--- src/include/preg_defs.svh ---
//==============================
// Sizes for one physical register status entry
// Four dispatch and four retire slots are assumed by the RTL
// Register numbers above PREG_COUNT-1 decode to an empty one-hot
//==============================
`ifndef PREG_DEFS_SVH
`define PREG_DEFS_SVH

// Dispatch and retire slot counts
`define PREG_DISPATCH_SLOTS 4
`define PREG_RETIRE_SLOTS   4

// Physical register file
`define PREG_IID_W          7
`define PREG_NUM_W          7
`define PREG_COUNT          96

// Architectural register file
`define AREG_NUM_W          5
`define AREG_COUNT          32

`endif

--- src/source/preg_pkg.sv ---
//==============================
// Shared types for the register status entry
// Lifecycle state is one-hot, bit 0 is DEALLOC
//==============================
`default_nettype none

`include "preg_defs.svh"

package preg_pkg;

  // Field widths
  typedef logic [`PREG_IID_W-1:0]          iid_t;
  typedef logic [`PREG_NUM_W-1:0]          preg_num_t;
  typedef logic [`AREG_NUM_W-1:0]          areg_num_t;

  // One-hot register vectors
  typedef logic [`PREG_COUNT-1:0]          preg_onehot_t;
  typedef logic [`AREG_COUNT-1:0]          areg_onehot_t;

  // Slot vectors
  typedef logic [`PREG_DISPATCH_SLOTS-1:0] dispatch_vec_t;
  typedef logic [`PREG_RETIRE_SLOTS-1:0]   retire_vec_t;

  typedef enum logic [4:0] {
    DEALLOC  = 5'b00001,
    WF_ALLOC = 5'b00010,
    ALLOC    = 5'b00100,
    RETIRE   = 5'b01000,
    RELEASE  = 5'b10000
  } lifecycle_state_e;

  typedef enum logic {IDLE = 1'b0, WB = 1'b1} wb_state_e;

endpackage

`default_nettype wire

--- src/source/preg_create_select.sv ---
//==============================
// Dispatch slot select for allocation
// At most one slot may be set, otherwise fields are X
//==============================
`timescale 1ns/10ps
`default_nettype none

`include "preg_defs.svh"

module preg_create_select (
  input  preg_pkg::dispatch_vec_t create_vld_slots,
  input  preg_pkg::iid_t          dis_iid      [`PREG_DISPATCH_SLOTS],
  input  preg_pkg::areg_num_t     dis_dst_reg  [`PREG_DISPATCH_SLOTS],
  input  preg_pkg::preg_num_t     dis_rel_preg [`PREG_DISPATCH_SLOTS],
  output logic                    create_vld,
  output preg_pkg::iid_t          create_iid,
  output preg_pkg::areg_num_t     create_dst_reg,
  output preg_pkg::preg_num_t     create_rel_preg
);

  // Any slot allocating this entry
  assign create_vld = |create_vld_slots;

  // Field mux on the one-hot slot vector
  always_comb begin
    case (create_vld_slots)
      4'b0001: begin
        create_iid      = dis_iid[0];
        create_dst_reg  = dis_dst_reg[0];
        create_rel_preg = dis_rel_preg[0];
      end
      4'b0010: begin
        create_iid      = dis_iid[1];
        create_dst_reg  = dis_dst_reg[1];
        create_rel_preg = dis_rel_preg[1];
      end
      4'b0100: begin
        create_iid      = dis_iid[2];
        create_dst_reg  = dis_dst_reg[2];
        create_rel_preg = dis_rel_preg[2];
      end
      4'b1000: begin
        create_iid      = dis_iid[3];
        create_dst_reg  = dis_dst_reg[3];
        create_rel_preg = dis_rel_preg[3];
      end
      default: begin
        // No slot or several slots, value unused
        create_iid      = 'x;
        create_dst_reg  = 'x;
        create_rel_preg = 'x;
      end
    endcase
  end

endmodule

`default_nettype wire

--- src/source/preg_lifecycle.sv ---
//==============================
// Lifecycle and write-back FSMs of one entry
// Flush only acts in WF_ALLOC and ALLOC
// Inputs are single-cycle pulses, no back-pressure
//==============================
`timescale 1ns/10ps
`default_nettype none

module preg_lifecycle (
  input  logic                        sm_clk,
  input  logic                        cpurst_b,
  input  logic                        flush,
  input  logic                        dealloc_vld,
  input  logic                        release_vld,
  input  logic                        wb_vld,
  input  logic                        retire_vld,
  input  logic                        create_vld,
  input  preg_pkg::iid_t              create_iid,
  input  preg_pkg::areg_num_t         create_dst_reg,
  input  preg_pkg::preg_num_t         create_rel_preg,
  output preg_pkg::lifecycle_state_e  state,
  output logic                        wb_done,
  output preg_pkg::iid_t              iid,
  output preg_pkg::areg_num_t         dst_reg,
  output preg_pkg::preg_num_t         rel_preg
);

  preg_pkg::lifecycle_state_e state_nxt;
  preg_pkg::wb_state_e        wb_state;
  preg_pkg::wb_state_e        wb_state_nxt;
  logic                       state_dealloc;

  //==============================
  // Lifecycle FSM
  //==============================
  // DEALLOC  free and written back
  // WF_ALLOC reserved, waiting for a producer
  // ALLOC    owned by a producer
  // RETIRE   producer retired, not yet released
  // RELEASE  released, waiting for write-back

  always_ff @(posedge sm_clk or negedge cpurst_b) begin
    if (!cpurst_b) begin
      state <= preg_pkg::DEALLOC;
    end else begin
      state <= state_nxt;
    end
  end

  always_comb begin
    state_nxt = state;
    case (state)
      preg_pkg::DEALLOC: begin
        if (dealloc_vld && !flush) begin
          state_nxt = preg_pkg::WF_ALLOC;
        end
      end
      preg_pkg::WF_ALLOC: begin
        if (flush) begin
          state_nxt = preg_pkg::DEALLOC;
        end else if (create_vld) begin
          state_nxt = preg_pkg::ALLOC;
        end
      end
      preg_pkg::ALLOC: begin
        if (flush) begin
          state_nxt = preg_pkg::DEALLOC;
        end else if (release_vld && wb_done) begin
          state_nxt = preg_pkg::DEALLOC;
        end else if (release_vld) begin
          state_nxt = preg_pkg::RELEASE;
        end else if (retire_vld) begin
          state_nxt = preg_pkg::RETIRE;
        end
      end
      preg_pkg::RETIRE: begin
        if (release_vld && wb_done) begin
          state_nxt = preg_pkg::DEALLOC;
        end else if (release_vld) begin
          state_nxt = preg_pkg::RELEASE;
        end
      end
      preg_pkg::RELEASE: begin
        // Free again once the value has landed
        if (wb_done) begin
          state_nxt = preg_pkg::DEALLOC;
        end
      end
      default: begin
        state_nxt = preg_pkg::DEALLOC;
      end
    endcase
  end

  assign state_dealloc = (state == preg_pkg::DEALLOC);

  //==============================
  // Write-back FSM
  //==============================
  // IDLE not written back, WB written back

  always_ff @(posedge sm_clk or negedge cpurst_b) begin
    if (!cpurst_b) begin
      wb_state <= preg_pkg::IDLE;
    end else if (create_vld) begin
      // New producer, old value no longer counts
      wb_state <= preg_pkg::IDLE;
    end else begin
      wb_state <= wb_state_nxt;
    end
  end

  always_comb begin
    wb_state_nxt = wb_state;
    case (wb_state)
      preg_pkg::IDLE: begin
        if (wb_vld) begin
          wb_state_nxt = preg_pkg::WB;
        end
      end
      preg_pkg::WB: begin
        if (state_dealloc) begin
          wb_state_nxt = preg_pkg::IDLE;
        end
      end
      default: begin
        wb_state_nxt = preg_pkg::IDLE;
      end
    endcase
  end

  assign wb_done = (wb_state == preg_pkg::WB);

  //==============================
  // Information register
  //==============================
  always_ff @(posedge sm_clk or negedge cpurst_b) begin
    if (!cpurst_b) begin
      iid      <= '0;
      dst_reg  <= '0;
      rel_preg <= '0;
    end else if (create_vld) begin
      iid      <= create_iid;
      dst_reg  <= create_dst_reg;
      rel_preg <= create_rel_preg;
    end
  end

endmodule

`default_nettype wire

--- src/source/preg_retire_release.sv ---
//==============================
// Retire match and release outputs
// Match bits are compared one cycle before the retire pulse
// Release and recovery vectors are combinational
//==============================
`timescale 1ns/10ps
`default_nettype none

`include "preg_defs.svh"

module preg_retire_release (
  input  logic                        sm_clk,
  input  logic                        cpurst_b,
  input  preg_pkg::lifecycle_state_e  state,
  input  logic                        wb_done,
  input  preg_pkg::iid_t              iid,
  input  preg_pkg::areg_num_t         dst_reg,
  input  preg_pkg::preg_num_t         rel_preg,
  input  preg_pkg::retire_vec_t       retire_updt_vld,
  input  preg_pkg::iid_t              retire_updt_iid [`PREG_RETIRE_SLOTS],
  input  preg_pkg::retire_vec_t       retire_preg_vld,
  output logic                        retire_vld,
  output preg_pkg::preg_onehot_t      rel_preg_expand,
  output preg_pkg::areg_onehot_t      dreg,
  output logic                        retired_released_wb
);

  preg_pkg::retire_vec_t  match_updt;
  preg_pkg::retire_vec_t  iid_match;
  preg_pkg::preg_onehot_t rel_preg_dec;
  preg_pkg::areg_onehot_t dst_reg_dec;
  logic                   state_alloc;
  logic                   state_retire;
  logic                   state_release;
  logic                   rel_retire_vld;

  assign state_alloc   = (state == preg_pkg::ALLOC);
  assign state_retire  = (state == preg_pkg::RETIRE);
  assign state_release = (state == preg_pkg::RELEASE);

  //==============================
  // Retire id match
  //==============================
  // Early compare, already qualified by ALLOC
  always_comb begin
    for (int k = 0; k < `PREG_RETIRE_SLOTS; k++) begin
      match_updt[k] = state_alloc && (iid == retire_updt_iid[k]);
    end
  end

  always_ff @(posedge sm_clk or negedge cpurst_b) begin
    if (!cpurst_b) begin
      iid_match <= '0;
    end else begin
      for (int k = 0; k < `PREG_RETIRE_SLOTS; k++) begin
        if (retire_updt_vld[k]) begin
          iid_match[k] <= match_updt[k];
        end
      end
    end
  end

  // Retire seen on any slot with a stored match
  assign retire_vld = |(retire_preg_vld & iid_match);

  //==============================
  // Release vector
  //==============================
  assign rel_preg_dec    = preg_pkg::preg_onehot_t'(1'b1) << rel_preg;
  assign rel_retire_vld  = state_alloc && retire_vld;
  assign rel_preg_expand = {`PREG_COUNT{rel_retire_vld}} & rel_preg_dec;

  //==============================
  // Rename recovery vector
  //==============================
  assign dst_reg_dec = preg_pkg::areg_onehot_t'(1'b1) << dst_reg;
  assign dreg        = {`AREG_COUNT{state_retire}} & dst_reg_dec;

  // Retiring or retired entries report write-back, others read as done
  assign retired_released_wb = (rel_retire_vld || state_retire || state_release)
                               ? wb_done : 1'b1;

endmodule

`default_nettype wire

--- src/source/preg_entry.sv ---
//==============================
// Physical register status entry
// Runs on sm_clk, no clock gating
// create_vld_slots must be at most one-hot
//==============================
`timescale 1ns/10ps
`default_nettype none

`include "preg_defs.svh"

module preg_entry (
  input  logic                    sm_clk,
  input  logic                    cpurst_b,
  input  preg_pkg::dispatch_vec_t create_vld_slots,
  input  preg_pkg::iid_t          dis_iid         [`PREG_DISPATCH_SLOTS],
  input  preg_pkg::areg_num_t     dis_dst_reg     [`PREG_DISPATCH_SLOTS],
  input  preg_pkg::preg_num_t     dis_rel_preg    [`PREG_DISPATCH_SLOTS],
  input  logic                    dealloc_vld,
  input  logic                    release_vld,
  input  logic                    wb_vld,
  input  logic                    flush,
  input  preg_pkg::retire_vec_t   retire_updt_vld,
  input  preg_pkg::iid_t          retire_updt_iid [`PREG_RETIRE_SLOTS],
  input  preg_pkg::retire_vec_t   retire_preg_vld,
  output logic                    cur_state_dealloc,
  output preg_pkg::preg_onehot_t  rel_preg_expand,
  output preg_pkg::areg_onehot_t  dreg,
  output logic                    retired_released_wb
);

  logic                       create_vld;
  preg_pkg::iid_t             create_iid;
  preg_pkg::areg_num_t        create_dst_reg;
  preg_pkg::preg_num_t        create_rel_preg;
  preg_pkg::lifecycle_state_e state;
  logic                       wb_done;
  preg_pkg::iid_t             iid;
  preg_pkg::areg_num_t        dst_reg;
  preg_pkg::preg_num_t        rel_preg;
  logic                       retire_vld;

  preg_create_select u_create_select (
    .create_vld_slots (create_vld_slots),
    .dis_iid          (dis_iid),
    .dis_dst_reg      (dis_dst_reg),
    .dis_rel_preg     (dis_rel_preg),
    .create_vld       (create_vld),
    .create_iid       (create_iid),
    .create_dst_reg   (create_dst_reg),
    .create_rel_preg  (create_rel_preg)
  );

  preg_lifecycle u_lifecycle (
    .sm_clk          (sm_clk),
    .cpurst_b        (cpurst_b),
    .flush           (flush),
    .dealloc_vld     (dealloc_vld),
    .release_vld     (release_vld),
    .wb_vld          (wb_vld),
    .retire_vld      (retire_vld),
    .create_vld      (create_vld),
    .create_iid      (create_iid),
    .create_dst_reg  (create_dst_reg),
    .create_rel_preg (create_rel_preg),
    .state           (state),
    .wb_done         (wb_done),
    .iid             (iid),
    .dst_reg         (dst_reg),
    .rel_preg        (rel_preg)
  );

  preg_retire_release u_retire_release (
    .sm_clk              (sm_clk),
    .cpurst_b            (cpurst_b),
    .state               (state),
    .wb_done             (wb_done),
    .iid                 (iid),
    .dst_reg             (dst_reg),
    .rel_preg            (rel_preg),
    .retire_updt_vld     (retire_updt_vld),
    .retire_updt_iid     (retire_updt_iid),
    .retire_preg_vld     (retire_preg_vld),
    .retire_vld          (retire_vld),
    .rel_preg_expand     (rel_preg_expand),
    .dreg                (dreg),
    .retired_released_wb (retired_released_wb)
  );

  // Bit 0 of the one-hot state is DEALLOC
  assign cur_state_dealloc = state[0];

endmodule

`default_nettype wire

--- config.mk ---
export PLATFORM = sky130hd
export DESIGN_NAME = preg_entry
export DESIGN_NICKNAME = d
export VERILOG_FILES = /design/src/source/preg_pkg.sv /design/src/source/preg_create_select.sv /design/src/source/preg_lifecycle.sv /design/src/source/preg_retire_release.sv /design/src/source/preg_entry.sv
export VERILOG_INCLUDE_DIRS = /design/src /design/src/include
export SDC_FILE = /design/constraint.sdc
export NUM_CORES = 1
export LEC_CHECK = 0
export BUFFER_PORTS_ARGS = -buffer_cell sky130_fd_sc_hd__buf_4
export CAP_MARGIN = 5
export CORE_AREA = 2 2 97 99
export CTS_CLUSTER_SIZE = 28
export DETAILED_ROUTE_END_ITERATION = 16
export DIE_AREA = 0 0 99 101
export PLACE_DENSITY = 0.74
export SLEW_MARGIN = 10
export SYNTH_ARGS = -nofsm -noshare
export SYNTH_HDL_FRONTEND = slang
export SYNTH_HIERARCHICAL = 1
export SYNTH_SLANG_ARGS = --single-unit
--- constraint.sdc ---
create_clock -name sm_clk -period 2.9 [get_ports sm_clk]
set_clock_uncertainty 0.2 [all_clocks]
set_input_delay 0.435 -clock sm_clk [delete_from_list [all_inputs] [get_ports sm_clk]]
set_output_delay 0.435 -clock sm_clk [all_outputs]
set_load 0.005 [all_outputs]
Yosys cells after proc, flatten, opt, wreduce, memory -nomap -nowiden

Cells that the tools add are included.

Register bits after elaboration: 29
Bits of input ports: 122

Equal/unequal tests: 18
Shifts and indexed selects: 2
Muxes and demuxes: 19
Bitwise logic cells: 4
Reduce and logical (&&, ||, !) cells: 13

Operators with widths:

| operator               | number |
|---|---|
| $and A96 B96 Y96       | 1 |
| $shl A1 B7 Y96 const A | 1 |
| $pmux W7 S4            | 2 |
| $mux W5                | 10 |
| $and A32 B32 Y32       | 1 |
| $shl A1 B5 Y32 const A | 1 |
| $eq A7 B7 Y1           | 4 |
| $pmux W5 S5            | 1 |
| $pmux W5 S4            | 1 |
| $reduce_or A4 Y1       | 2 |
| $logic_and A1 B1 Y1    | 7 |
| $ne A3 B3 Y1 const B   | 2 |
| $eq A5 B1 Y1 const B   | 1 |
| $eq A5 B2 Y1 const B   | 1 |
| $eq A5 B3 Y1 const B   | 1 |
| $eq A5 B4 Y1 const B   | 1 |
| $eq A5 B5 Y1 const B   | 1 |
| $ne A5 B4 Y1 const B   | 1 |
| $reduce_and A5 Y1      | 1 |
| $and A4 B4 Y4          | 1 |
| $eq A4 B1 Y1 const B   | 1 |
| $eq A4 B2 Y1 const B   | 1 |
| $eq A4 B3 Y1 const B   | 1 |
| $eq A4 B4 Y1 const B   | 1 |
| other kinds (6)        | 11 |

Longest topological paths before layout

Depth in word-level cells: 7
Depth in mapped cells: 7
Mapped depth without buffers: 5

By module

The synthesis kept the hierarchy.

By module, submodules not included:

| module              | instances | cells each | area an instance (µm²) |
|---|---|---|---|
| preg_retire_release | 1         | 257        | 1,456.4 |
| preg_lifecycle      | 1         | 86         | 1,104.8 |
| preg_create_select  | 1         | 79         | 655.6 |

Worst setup path before layout

No wires, ideal clock.

Path kind: reg2out
From: reg u_lifecycle.state[4]
To: out rel_preg_expand[38]
Arrival: 2.254 ns
Required time: 2.265 ns
Setup slack: 0.011 ns
Cell stages (with the launch flop): 8
Buffers on the path: 3
Path through: dfrtp_1 > or4b_1 > a211o_1 > buf_6 > or4b_4 > buf_6 > buf_8 > nor2_2

Longest elaborated chain between the ends: 3

Ends and longest elaborated chain:

| what                   | RTL line                  | source |
|---|---|---|
| from (decl)            | preg_lifecycle.sv:21      | `output preg_pkg::lifecycle_state_e state,` |
| from (signal assigned) | preg_lifecycle.sv:44      | `state <= preg_pkg::DEALLOC;` |
| from (signal assigned) | preg_lifecycle.sv:46      | `state <= state_nxt;` |
| $eq A5 B3 Y1           | preg_retire_release.sv:37 | `assign state_alloc = (state == preg_pkg::ALLOC);` |
| $logic_and A1 B1 Y1    | preg_retire_release.sv:70 | `assign rel_retire_vld = state_alloc && retire_vld;` |
| $and A96 B96 Y96       | preg_retire_release.sv:71 | `` assign rel_preg_expand = {`PREG_COUNT{rel_retire_vld}} & rel_preg_dec; `` |
| to (decl)              | preg_entry.sv:26          | `output preg_pkg::preg_onehot_t rel_preg_expand,` |

Every way passes these cells.

Worst setup path in the final report

From: reg u_lifecycle.state[1]
To: out rel_preg_expand[38]

Same word-level chain as after synthesis.

==> impl_metrics.ini <==
[global_routing]
grtUsageTotal_pct = 26.2
grt_pass1_wl_um = 20800
grt_max_degree = 30
antenna_found_initial = 0
top_usage_layer = met2
grt-ovfl-total = 0
met3_usage_pct = 4.99
gr-usage-met1_pct = 34.0
grtUsageMet2_pct = 44.2
grt_pass1_vias = 3934

[min_path]
min_to = u_retire_release/iid_match[1]
min_from = retire_updt_vld[1]
holdPathStages = 2
worstHoldPathType = primary input to register

[floorplanning]
fp-row-count = 35
io_pins = 252
dieArea_um2 = 10000
fp.dieH_um = 101
start_util_pct = 35.8
core_um2 = 8980
die_w_um = 99

[setup_path]
worstSetupPathType = register to primary output
reg2reg_from = u_lifecycle/state[1]
slowest_delay_ns = 0.65
cp-end-kind = primary output
cp_common_cell = or4b_4
critPathMaxFanout = 8
cp_cell_sequence = or4b_4 > a211o_4 > or4b_4 > nor2_2 > buf_4
critPathLaunchType = register
cp_top_family = simple AND/OR/NAND/NOR gates
r2r-end = u_lifecycle/state[4]
arrival_ns = 2.42
worstPathRequired_ns = 2.27
ff2ff_path_depth = 6
crit_buf_inv = 1
crit_slowest_cell = or4b_4
r2r_slack_ns = 0.91
path_depth = 5

[timing]
rsz0062_at_grt = true
drv_slew = 0
fmax_mhz = 327
fin_hold_ws_ns = 0.194
setup_viol = 63
setup_ws_ns = -0.157
hold_viol = 0
tightest_slew_ns = 0.925
relSlewSlack_pct = 38.1
finalCritPeriodShare_pct = 105
finalCriticalPeriod_ns = 3.06

[power]
power.share.clock_pct = 21.6
leakage_nw = 2.44
p_int_uw = 945
p_comb_share_pct = 42.9
netSwitchingPower_uw = 525
seq_power_share_pct = 35.5
pwr_density_cell_nw_per_um2 = 271
power_switching_share_pct = 35.7
ir_drop_uv = 162

[cts]
clk_pin_slew_ns = 0.06
root_buffer = clkbuf_8
clk_path_buf_depth = 2
cts_tree = built
clock_latency_ns = 0.28
h-tree-depth = 2
clock_sinks = 29
cts_made_buffers = 5

[layout]
final_cell_area_um2 = 5420
multi_input_area_um2 = 2440
seqCellArea_um2 = 727
reg.largest.list = u_lifecycle/iid x7, u_lifecycle/rel_preg x7
drive_gt1_share_pct = 54.0
antennaDiodeCount = 0
layout.nets = 782
area_growth_pct = 68.5
nFillCells = 828

[yosys]
synth_xor_area_share_pct = 8.44
synth_cell_type_count = 51
muxShareOfSynthArea_pct = 8.36
ys_async_sr_fraction_pct = 100
syn_inst = 422
yosysMostFrequentCell = nor2_1
synth_largest_area_cell = dfrtp_1
synth_compound_area_share_pct = 15.4
synth_seq_cells = 29
syn-num-nets = 544
synth_edf_count = 0
synth-simple-area-share_pct = 38.5
synth_area_leaders = dfrtp_1, nor2_1, mux2_2
ys_warn_count = 6
synth-main-ff-cell = dfrtp_1
synth_top_family_by_area = simple AND/OR/NAND/NOR gates
synth_area_um2 = 3220
ys_top_cells_by_count = nor2_1, nor3_1, xnor2_1
ys_seq_area_share_pct = 22.6
synth_top_area_share_pct = 21.8
synthAdderAreaFrac_pct = 0
synth_area_per_cell_um2 = 7.62

[drt]
via_count = 4186
drtAntennaViolNets = 0
firstDrtPassIters = 5
drt_iter0_markers = 247
wirelength_um = 13700
wl_per_cell_um = 17.7
drc = 0
vias_per_cell = 5.42

[job]
maxCapViolCount = 0

[placement]
place.gp.congestion = 1.01
dpl.hpwl_um = 10900
placed_cell_area_um2 = 5120
port_buffers = 251

[outcome]
outcome = complete, but fails checks
violations = setup timing
## worst reg2reg max path, delay by kind of cell, from the launching register on
family	cells	cell delay (ns)
AO/OA/AOI/OAI	1	0.12
buffers and inverters	2	0.28
AND/OR/NAND/NOR	3	0.88
flip-flops	1	0.39
## layout by cell type, fill, tap and decap left out, drive strengths merged, types with 13 or more instances in the layout
cell   Yosys  layout
xnor2     29      29
a22o      19      19
nand3     14      14
mux2      23      23
dfrtp     28      28
buf       20     263
and2      13      13
nand2     24      24
a221o     19      19
nor2     109     109
nor3      38      38
## through the flow
step	setup TNS [ns]	setup slack (ns)	cells	util [%]	power [mW]
floorplan	0	0.0108	422	-	0.883
global placement	0	0.100	760	57.1	1.11
detailed placement	0	0.0426	760	57.1	1.13
CTS	-4.67	-0.143	773	59.7	1.47
global route	-10.13	-0.212	772	60.4	1.57
finish	-5.87	-0.157	772	60.4	1.47
## logic make-up after synthesis
logic type      after synthesis
compound gates               54
xor+xnor                     31
buf+inv                      37
flops                        29
mux                          24
simple gates                247
## metal layers
metal / part of all wire (%) / vias up
met5: 0 / -
met4: 2.5 / 0
met3: 8.4 / 27
met2: 49 / 214
met1: 40 / 1976
li1: - / 1969
## power by group through the flow
stage,logic [mW],clock network [mW],registers [mW]
floorplan,0.387,0,0.497
global placement,0.595,0,0.519
detailed placement,0.608,0,0.523
CTS,0.626,0.330,0.518
global route,0.690,0.350,0.528
finish,0.631,0.318,0.521
## worst max path at each step
stage | slack [ns] | end | startpoint
after floorplan | 0.01 | rel_preg_expand[38] | u_lifecycle/state[4]
after global placement | 0.1 | rel_preg_expand[34] | u_lifecycle/state[4]
after detailed placement | 0.04 | rel_preg_expand[35] | u_lifecycle/state[4]
after CTS | -0.14 | rel_preg_expand[34] | u_lifecycle/state[0]
after global routing | -0.21 | rel_preg_expand[30] | u_lifecycle/state[1]
final | -0.16 | rel_preg_expand[38] | u_lifecycle/state[1]
## layout make-up
class,instances,area share (%)
timing repair buffer,264,37.3
tap,111,2.56
clock buffer,6,1.34
sequential,29,13.4
multi-input combinational,358,45.1
clock inverter,2,0.185
inverter,2,0.139
## what timing repair did
action	in CTS	in global routing
endpoints found under the hold margin	28	0
cloned	2	0
buffers inserted	2	0
hold buffers	1	0
gates resized for setup	26	23
pin swaps	7	5
setup endpoints to repair	77	83
Note: power is estimated with default switching activity, not from simulation.
